--- src/design/csr_config.svh ---
`ifndef CSR_CONFIG_SVH
`define CSR_CONFIG_SVH

// ********************
// widths
// ********************
`define XLEN          32
`define TIMER_W       64
`define CSR_ADDR_W    12
// implemented low bits of mcause
`define CSR_ECODE_W   5

// ********************
// constant and reset values
// ********************
// rv32 with I, M, S and U extensions
`define CSR_MISA_VALUE   32'h4014_1100
`define CSR_HART_ID      32'h0000_0000
`define CSR_MTVEC_RESET  32'h0000_0100

// ********************
// csr addresses
// ********************
// machine info, read only
`define CSR_ADDR_MISA       12'h301
`define CSR_ADDR_MVENDORID  12'hF11
`define CSR_ADDR_MARCHID    12'hF12
`define CSR_ADDR_MIMPID     12'hF13
`define CSR_ADDR_MHARTID    12'hF14
// machine trap setup and handling
`define CSR_ADDR_MTVEC      12'h305
`define CSR_ADDR_MSCRATCH   12'h340
`define CSR_ADDR_MEPC       12'h341
`define CSR_ADDR_MCAUSE     12'h342
// supervisor
`define CSR_ADDR_SSCRATCH   12'h140
// machine counters
`define CSR_ADDR_MCYCLE     12'hB00
`define CSR_ADDR_MINSTRET   12'hB02
`define CSR_ADDR_MCYCLEH    12'hB80
`define CSR_ADDR_MINSTRETH  12'hB82
// user counter aliases
`define CSR_ADDR_CYCLE      12'hC00
`define CSR_ADDR_TIME       12'hC01
`define CSR_ADDR_INSTRET    12'hC02
`define CSR_ADDR_CYCLEH     12'hC80
`define CSR_ADDR_TIMEH      12'hC81
`define CSR_ADDR_INSTRETH   12'hC82

`endif

--- src/design/csr_pkg.sv ---
`default_nettype none

`include "csr_config.svh"

package csr_pkg;

    // ********************
    // privilege levels
    // ********************
    // encoding matches bits [9:8] of a csr address
    typedef enum logic [1:0] {
        USER       = 2'b00,
        SUPERVISOR = 2'b01,
        MACHINE    = 2'b11
    } priv_t;

    // csr instruction operation, low bits of funct3
    typedef enum logic [1:0] {
        CSR_RW = 2'b01,
        CSR_RS = 2'b10,
        CSR_RC = 2'b11
    } csr_op_t;

    // ********************
    // csr address
    // ********************
    // rw_bits all ones marks a read-only register
    typedef struct packed {
        logic [1:0] rw_bits;
        priv_t      priv;
        logic [7:0] sub_addr;
    } csr_addr_fields_t;

    // same 12 bits, raw number or field view
    typedef union packed {
        logic [`CSR_ADDR_W-1:0] raw;
        csr_addr_fields_t       fields;
    } csr_addr_u;

endpackage

`default_nettype wire

--- src/design/csr_counters.sv ---
`default_nettype none

`include "csr_config.svh"

module csr_counters import csr_pkg::*; (
    input  wire logic                clk,
    input  wire logic                rst,
    input  wire logic                retire,
    input  wire logic                retire_no_rd,
    output logic [`TIMER_W-1:0]      mcycle,
    output logic [`TIMER_W-1:0]      mtime,
    output logic [`TIMER_W-1:0]      minstret
);

    // retires seen last cycle as 0 to 2
    logic [1:0] retire_inc;

    // ********************
    // retire increment
    // ********************
    // both strobes give 2 and one gives 1
    always_ff @(posedge clk) begin
        if (rst) begin
            retire_inc <= 2'd0;
        end else begin
            retire_inc <= {retire & retire_no_rd, retire ^ retire_no_rd};
        end
    end

    // ********************
    // counters
    // ********************
    // time runs off the core clock at the cycle rate
    always_ff @(posedge clk) begin
        if (rst) begin
            mcycle <= '0;
            mtime <= '0;
            minstret <= '0;
        end else begin
            mcycle <= mcycle + 1'b1;
            mtime <= mtime + 1'b1;
            minstret <= minstret + `TIMER_W'(retire_inc);
        end
    end

endmodule

`default_nettype wire

--- src/design/csr_read_mux.sv ---
`default_nettype none

`include "csr_config.svh"

module csr_read_mux import csr_pkg::*; (
    input  wire csr_addr_u            csr_addr,
    input  wire logic [`XLEN-1:0]     mtvec,
    input  wire logic [`XLEN-1:0]     mepc,
    input  wire logic [`XLEN-1:0]     mcause,
    input  wire logic [`XLEN-1:0]     mscratch,
    input  wire logic [`XLEN-1:0]     sscratch,
    input  wire logic [`TIMER_W-1:0]  mcycle,
    input  wire logic [`TIMER_W-1:0]  mtime,
    input  wire logic [`TIMER_W-1:0]  minstret,
    output logic [`XLEN-1:0]          sel_value,
    output logic                      invalid_addr
);

    // ********************
    // full address decode
    // ********************
    always_comb begin
        sel_value = '0;
        invalid_addr = 1'b0;
        case (csr_addr.raw)
            // machine info, constants
            `CSR_ADDR_MISA:      sel_value = `CSR_MISA_VALUE;
            `CSR_ADDR_MVENDORID: sel_value = '0;
            `CSR_ADDR_MARCHID:   sel_value = '0;
            `CSR_ADDR_MIMPID:    sel_value = '0;
            `CSR_ADDR_MHARTID:   sel_value = `CSR_HART_ID;
            // machine trap setup and handling
            `CSR_ADDR_MTVEC:     sel_value = mtvec;
            `CSR_ADDR_MSCRATCH:  sel_value = mscratch;
            `CSR_ADDR_MEPC:      sel_value = mepc;
            `CSR_ADDR_MCAUSE:    sel_value = mcause;
            `CSR_ADDR_SSCRATCH:  sel_value = sscratch;
            // machine counters, low then high half
            `CSR_ADDR_MCYCLE:    sel_value = mcycle[`XLEN-1:0];
            `CSR_ADDR_MINSTRET:  sel_value = minstret[`XLEN-1:0];
            `CSR_ADDR_MCYCLEH:   sel_value = mcycle[`TIMER_W-1:`XLEN];
            `CSR_ADDR_MINSTRETH: sel_value = minstret[`TIMER_W-1:`XLEN];
            // user aliases of the same counters
            `CSR_ADDR_CYCLE:     sel_value = mcycle[`XLEN-1:0];
            `CSR_ADDR_TIME:      sel_value = mtime[`XLEN-1:0];
            `CSR_ADDR_INSTRET:   sel_value = minstret[`XLEN-1:0];
            `CSR_ADDR_CYCLEH:    sel_value = mcycle[`TIMER_W-1:`XLEN];
            `CSR_ADDR_TIMEH:     sel_value = mtime[`TIMER_W-1:`XLEN];
            `CSR_ADDR_INSTRETH:  sel_value = minstret[`TIMER_W-1:`XLEN];
            // not implemented
            default: begin
                sel_value = '0;
                invalid_addr = 1'b1;
            end
        endcase
    end

endmodule

`default_nettype wire

--- src/design/csr_regs.sv ---
`default_nettype none

`include "csr_config.svh"

module csr_regs import csr_pkg::*; (
    input  wire logic              clk,
    input  wire logic              rst,
    input  wire logic              write_en,
    input  wire csr_addr_u         csr_addr,
    input  wire csr_op_t           csr_op,
    input  wire logic [`XLEN-1:0]  rs1,
    input  wire logic [`XLEN-1:0]  sel_value,
    output logic [`XLEN-1:0]       mtvec,
    output logic [`XLEN-1:0]       mepc,
    output logic [`XLEN-1:0]       mcause,
    output logic [`XLEN-1:0]       mscratch,
    output logic [`XLEN-1:0]       sscratch
);

    // field views of the writable addresses
    localparam csr_addr_u MTVEC_A = `CSR_ADDR_MTVEC;
    localparam csr_addr_u MEPC_A = `CSR_ADDR_MEPC;
    localparam csr_addr_u MCAUSE_A = `CSR_ADDR_MCAUSE;
    localparam csr_addr_u MSCRATCH_A = `CSR_ADDR_MSCRATCH;
    localparam csr_addr_u SSCRATCH_A = `CSR_ADDR_SSCRATCH;

    logic [`XLEN-1:0]        new_value;
    logic [`CSR_ECODE_W-1:0] ecode;
    logic                    machine_write;
    logic                    supervisor_write;

    // ********************
    // update value
    // ********************
    always_comb begin
        case (csr_op)
            CSR_RS:  new_value = sel_value | rs1;
            CSR_RC:  new_value = sel_value & ~rs1;
            default: new_value = rs1;
        endcase
    end

    // sub_addr alone is ambiguous, mscratch and sscratch share it
    assign machine_write = write_en && (csr_addr.fields.priv == MACHINE);
    assign supervisor_write = write_en && (csr_addr.fields.priv == SUPERVISOR);

    // ********************
    // registers
    // ********************
    always_ff @(posedge clk) begin
        if (rst) begin
            mtvec <= `CSR_MTVEC_RESET;
            mepc <= '0;
            ecode <= '0;
            mscratch <= '0;
            sscratch <= '0;
        end else if (machine_write) begin
            case (csr_addr.fields.sub_addr)
                // vector and pc are word aligned
                MTVEC_A.fields.sub_addr:    mtvec <= {new_value[`XLEN-1:2], 2'b00};
                MEPC_A.fields.sub_addr:     mepc <= {new_value[`XLEN-1:2], 2'b00};
                MCAUSE_A.fields.sub_addr:   ecode <= new_value[`CSR_ECODE_W-1:0];
                MSCRATCH_A.fields.sub_addr: mscratch <= new_value;
                default: ;
            endcase
        end else if (supervisor_write) begin
            if (csr_addr.fields.sub_addr == SSCRATCH_A.fields.sub_addr) begin
                sscratch <= new_value;
            end
        end
    end

    // upper cause bits read as zero
    assign mcause = {{(`XLEN-`CSR_ECODE_W){1'b0}}, ecode};

endmodule

`default_nettype wire

--- src/design/csr_ctrl.sv ---
`default_nettype none

`include "csr_config.svh"

module csr_ctrl import csr_pkg::*; (
    input  wire logic              clk,
    input  wire logic              rst,
    input  wire logic              request,
    input  wire csr_addr_u         csr_addr,
    input  wire priv_t             priv_level,
    input  wire logic              invalid_addr,
    input  wire logic [`XLEN-1:0]  sel_value,
    input  wire logic              accepted,
    output logic                   write_en,
    output logic                   ready,
    output logic                   done,
    output logic [`XLEN-1:0]       rd,
    output logic                   illegal
);

    logic priv_violation;
    logic illegal_access;
    logic read_only;

    // ********************
    // access check
    // ********************
    // address needs a higher level than the hart is running at
    assign priv_violation = (csr_addr.fields.priv > priv_level);
    assign illegal_access = invalid_addr | priv_violation;
    assign read_only = &csr_addr.fields.rw_bits;

    // write only in the request cycle, legal and writable
    assign write_en = request & ~illegal_access & ~read_only;

    // ********************
    // result slot
    // ********************
    // one item in flight, ready drops until the result is taken
    always_ff @(posedge clk) begin
        if (rst) begin
            ready <= 1'b1;
            done <= 1'b0;
        end else if (request) begin
            ready <= 1'b0;
            done <= 1'b1;
        end else if (accepted && done) begin
            ready <= 1'b1;
            done <= 1'b0;
        end
    end

    // captured at the request edge, held while done
    always_ff @(posedge clk) begin
        if (request) begin
            rd <= illegal_access ? '0 : sel_value;
            illegal <= illegal_access;
        end
    end

endmodule

`default_nettype wire

--- src/design/csr_unit.sv ---
`default_nettype none

`include "csr_config.svh"

module csr_unit import csr_pkg::*; (
    input  wire logic              clk,
    input  wire logic              rst,
    input  wire logic              request,
    input  wire csr_addr_u         csr_addr,
    input  wire csr_op_t           csr_op,
    input  wire logic [`XLEN-1:0]  rs1,
    input  wire priv_t             priv_level,
    input  wire logic              retire,
    input  wire logic              retire_no_rd,
    input  wire logic              accepted,
    output logic                   ready,
    output logic                   done,
    output logic [`XLEN-1:0]       rd,
    output logic                   illegal
);

    // ********************
    // internal nets
    // ********************
    logic                 invalid_addr;
    logic                 write_en;
    logic [`XLEN-1:0]     sel_value;
    logic [`XLEN-1:0]     mtvec;
    logic [`XLEN-1:0]     mepc;
    logic [`XLEN-1:0]     mcause;
    logic [`XLEN-1:0]     mscratch;
    logic [`XLEN-1:0]     sscratch;
    logic [`TIMER_W-1:0]  mcycle;
    logic [`TIMER_W-1:0]  mtime;
    logic [`TIMER_W-1:0]  minstret;

    // access check and result slot
    csr_ctrl csr_ctrl_inst (
        .clk          (clk),
        .rst          (rst),
        .request      (request),
        .csr_addr     (csr_addr),
        .priv_level   (priv_level),
        .invalid_addr (invalid_addr),
        .sel_value    (sel_value),
        .accepted     (accepted),
        .write_en     (write_en),
        .ready        (ready),
        .done         (done),
        .rd           (rd),
        .illegal      (illegal)
    );

    // read value, also the old value for set and clear
    csr_read_mux csr_read_mux_inst (
        .csr_addr     (csr_addr),
        .mtvec        (mtvec),
        .mepc         (mepc),
        .mcause       (mcause),
        .mscratch     (mscratch),
        .sscratch     (sscratch),
        .mcycle       (mcycle),
        .mtime        (mtime),
        .minstret     (minstret),
        .sel_value    (sel_value),
        .invalid_addr (invalid_addr)
    );

    csr_regs csr_regs_inst (
        .clk       (clk),
        .rst       (rst),
        .write_en  (write_en),
        .csr_addr  (csr_addr),
        .csr_op    (csr_op),
        .rs1       (rs1),
        .sel_value (sel_value),
        .mtvec     (mtvec),
        .mepc      (mepc),
        .mcause    (mcause),
        .mscratch  (mscratch),
        .sscratch  (sscratch)
    );

    csr_counters csr_counters_inst (
        .clk          (clk),
        .rst          (rst),
        .retire       (retire),
        .retire_no_rd (retire_no_rd),
        .mcycle       (mcycle),
        .mtime        (mtime),
        .minstret     (minstret)
    );

endmodule

`default_nettype wire

--- config.mk ---
export PLATFORM = sky130hd
export DESIGN_NAME = csr_unit
export DESIGN_NICKNAME = d
export VERILOG_FILES = /design/src/design/csr_pkg.sv /design/src/design/csr_counters.sv /design/src/design/csr_read_mux.sv /design/src/design/csr_regs.sv /design/src/design/csr_ctrl.sv /design/src/design/csr_unit.sv
export VERILOG_INCLUDE_DIRS = /design/src /design/src/design
export SDC_FILE = /design/constraint.sdc
export NUM_CORES = 1
export LEC_CHECK = 0
export BUFFER_PORTS_ARGS = -buffer_cell sky130_fd_sc_hd__buf_2
export CORE_ASPECT_RATIO = 1.25
export CORE_MARGIN = 2
export CORE_UTILIZATION = 66
export DETAILED_ROUTE_END_ITERATION = 10
export HOLD_SLACK_MARGIN = 0.1
export PLACE_DENSITY = 0.85
export SLEW_MARGIN = 25
export SYNTH_ARGS = -nofsm -noshare
export SYNTH_HDL_FRONTEND = slang
export SYNTH_SLANG_ARGS = --single-unit
--- constraint.sdc ---
create_clock -name clk -period 5.1 [get_ports clk]
set_input_delay 0.51 -clock clk [delete_from_list [all_inputs] [get_ports clk]]
set_output_delay 0.51 -clock clk [all_outputs]
set_load 0.005 [all_outputs]
==> flow_summary.ini <==
[sta]
rsz0062_at_grt = no
whs_ns = 0.276
max_freq_mhz = 278
finalSetupViolCount = 0
period_minus_slack_ns = 3.59
slew_viol_final = 0
fin_tns_setup_ns = 0
finalHoldViolCount = 0
clock_skew_ns = 0.0304
worstMarginPinSlew_ns = 1.07
period_share_pct = 70.5
slew_headroom_pct = 28.9

[floorplan]
start_util_pct = 67.2
ios = 89
core_um2 = 26100
die_area_um2 = 27900
placementRows = 66
fp.dieH_um = 186
dieWidth_um = 150

[final_layout]
drive_gt1_share_pct = 12.2
syn_to_final_growth_pct = 10.7
num-nets-final = 2006

[synth]
yosysTopAreaCellShare_pct = 37.1
ys_ff_latch = 358
syn_area_um2 = 17500
syn_inst = 1910
synthFlopType = dfxtp_1
synth_edf_count = 33
ys_async_sr_fraction_pct = 0
synth_most_common_cell = dfxtp_1
seq_area_frac_synth_pct = 42.8
yosysWarningCount = 0
synthTopCellsByCount = dfxtp_1 (325), nor2_1 (205), a22o_1 (136)
synth_fp_nets = 1972
netlist_top_cells_area = dfxtp_1 (37%), a22o_1 (6.8%), edfxtp_1 (5.7%)
synth.largest_area_cell = dfxtp_1
synthDistinctLibCells = 86
syn_area_per_cell_um2 = 9.18

[routing]
viasPerCell = 7.09
via_count = 16400
drt_first_pass_iters = 7
ant_nets = 0
drt_wl_total_mm = 59.0
wl_per_cell_um = 25.5
drc = 0
drtIter0Drc = 1877

[setup_path]
r2r_cells = 8
r2r-end = csr_counters_inst.minstret[62]
end_kind = register
path_class = in2reg
crit_fanout = 43
start_kind = input pin
required_ns = 5.52
r2r_slack_ns = 1.95
r2r_start = csr_counters_inst.minstret[0]
arrival_ns = 4.02

[cts]
ctsResizeCount = 0
cts_buffers = 37
cts_root_buf = clkbuf_16
h-tree-depth = 2
cts_max_path_buffers = 3
clk_pin_slew_ns = 0.06
cts_sinks = 358
post_cts_buffers = 0
postCtsHoldBufs = 0
tritoncts = done
clock_latency_ns = 0.54

[run]
cap_viol_max_count = 0

[run_status]
status = complete, no violations

[pwr]
ir_drop_uv = 321
pwr-share-seq_pct = 49.2
p_int_mw = 4.47
powerDensity_nw_per_um2 = 300
swShare_pct = 23.3
p_clk_share_pct = 46.1
comb_power_share_pct = 4.7
power_mw = 5.82
leakagePower_nw = 6.67
power.switching_mw = 1.36

[worst_hold_path]
holdPathEnd = csr_ctrl_inst.done
holdPathStages = 4
hp-start = accepted
worstHoldPathType = in2reg

[place]
place_congestion = 1.05
dp_hpwl_mm = 40.7
numPortBuffers = 88

[grt]
grt.total_usage_pct = 41.8
antenna_found_initial = 5
grt_first_pass_wirelength_mm = 89.6
grt_overflow = 0
grt_pass1_vias = 15400
grt_max_degree = 76
[power by group through the flow]
stage,clock (mW),sequential [mW],combinational (mW)
floorplan,0,2.93,0.153
global placement,0,2.93,0.254
detailed placement,0,2.93,0.259
CTS,2.68,2.87,0.260
global route,2.81,2.87,0.285
finish,2.69,2.87,0.272
[placed cells by master, fill, tap and decap left out, types with 8 or more instances in the layout]
master	netlist	final
nand2_1	108	108
a22o_1	136	136
o21ai_0	68	68
a21oi_1	62	58
o22ai_1	8	8
xnor2_1	81	81
clkbuf_16	0	37
and3_1	38	38
mux2_2	12	12
mux2i_1	49	49
or3_1	38	38
a2111oi_0	12	12
nand4_1	79	79
xor2_1	71	71
and4_1	37	37
buf_4	2	37
a222oi_1	11	11
clkbuf_8	0	10
nand3_1	74	74
o31ai_1	24	24
edfxtp_1	33	33
o2111ai_1	14	13
nor3_1	32	29
nor2b_1	8	8
and2_1	18	18
a22oi_1	14	14
nor4_1	41	40
buf_2	27	87
nor2_1	205	205
o211ai_1	10	10
inv_1	37	37
dfxtp_1	325	325
[registers in the layout (all words and copies together) (netlist names), 30 cells and up]
register	flops
csr_ctrl_inst.rd	32
csr_counters_inst.mtime	64
csr_counters_inst.minstret	64
csr_regs_inst.mtvec	30
csr_counters_inst.mcycle	64
csr_regs_inst.mepc	30
csr_regs_inst.mscratch	32
csr_regs_inst.sscratch	32
[logic make-up after synthesis]
| logic type | count (synthesis) | share of synthesized area [%] |
|---|---|---|
| multiplexers | 64 | 3.95 |
| AND/OR/NAND/NOR | 734 | 22.8 |
| adder cells (fa/ha/maj) | 8 | 0.614 |
| AO/OA/AOI/OAI | 425 | 18.2 |
| XOR/XNOR | 152 | 7.59 |
| flip-flops | 358 | 42.8 |
| buffers and inverters | 169 | 4.05 |
[worst max path at each step]
stage	end	cells after the start	slack (ns)	startpoint
after floorplan	csr_regs_inst.mepc[10]	10	2.28	csr_addr[1]
after global placement	csr_regs_inst.mscratch[2]	9	1.14	csr_addr[7]
after detailed placement	csr_regs_inst.mtvec[2]	9	1.10	csr_addr[7]
after CTS	csr_regs_inst.mtvec[2]	9	1.65	csr_addr[7]
after global routing	csr_regs_inst.mtvec[2]	9	1.41	csr_addr[7]
final	csr_regs_inst.mscratch[2]	9	1.51	csr_addr[7]
[cell type report]
cell class                 count  area [µm²]
multi-input combinational   1383        9400
sequential                   358        7500
fill                        1900        6690
clock buffer                  53        1090
timing repair buffer         125         724
tap                          340         425
inverter                      39         149
clock inverter                14         109
antenna                        3        7.51
[critical path: stages]
cell	delay (ns)
buf_2	0.34
buf_4	0.55
nor4b_2	0.12
buf_4	0.25
and3_1	0.38
buf_4	0.31
a2111oi_0	0.93
o31ai_1	0.32
a22o_1	0.28
[through the flow]
| step | area (µm²) | worst slack [ns] | std cells | util, % |
|---|---|---|---|---|
| after floorplan | 17500 | 2.28 | 1910 | - |
| after global placement | 18200 | 1.14 | 2245 | 69.6 |
| after detailed placement | 18200 | 1.10 | 2245 | 69.6 |
| after CTS | 19400 | 1.65 | 2312 | 74.2 |
| after global routing | 19400 | 1.41 | 2314 | 74.3 |
| final | 19400 | 1.51 | 2315 | 74.4 |
[routing by layer]
layer | GRT usage, % | wire, µm | part of all wire, % | up-vias
li1 | - | - | - | 7243
met1 | 51.2 | 21300 | 36 | 7827
met2 | 64.7 | 26200 | 44 | 1100
met3 | 10.2 | 6590 | 11 | 250
met4 | 29.6 | 4850 | 8.2 | 2
met5 | 0 | 18 | 0.031 | -
Note: power is estimated with default switching activity, not from simulation.
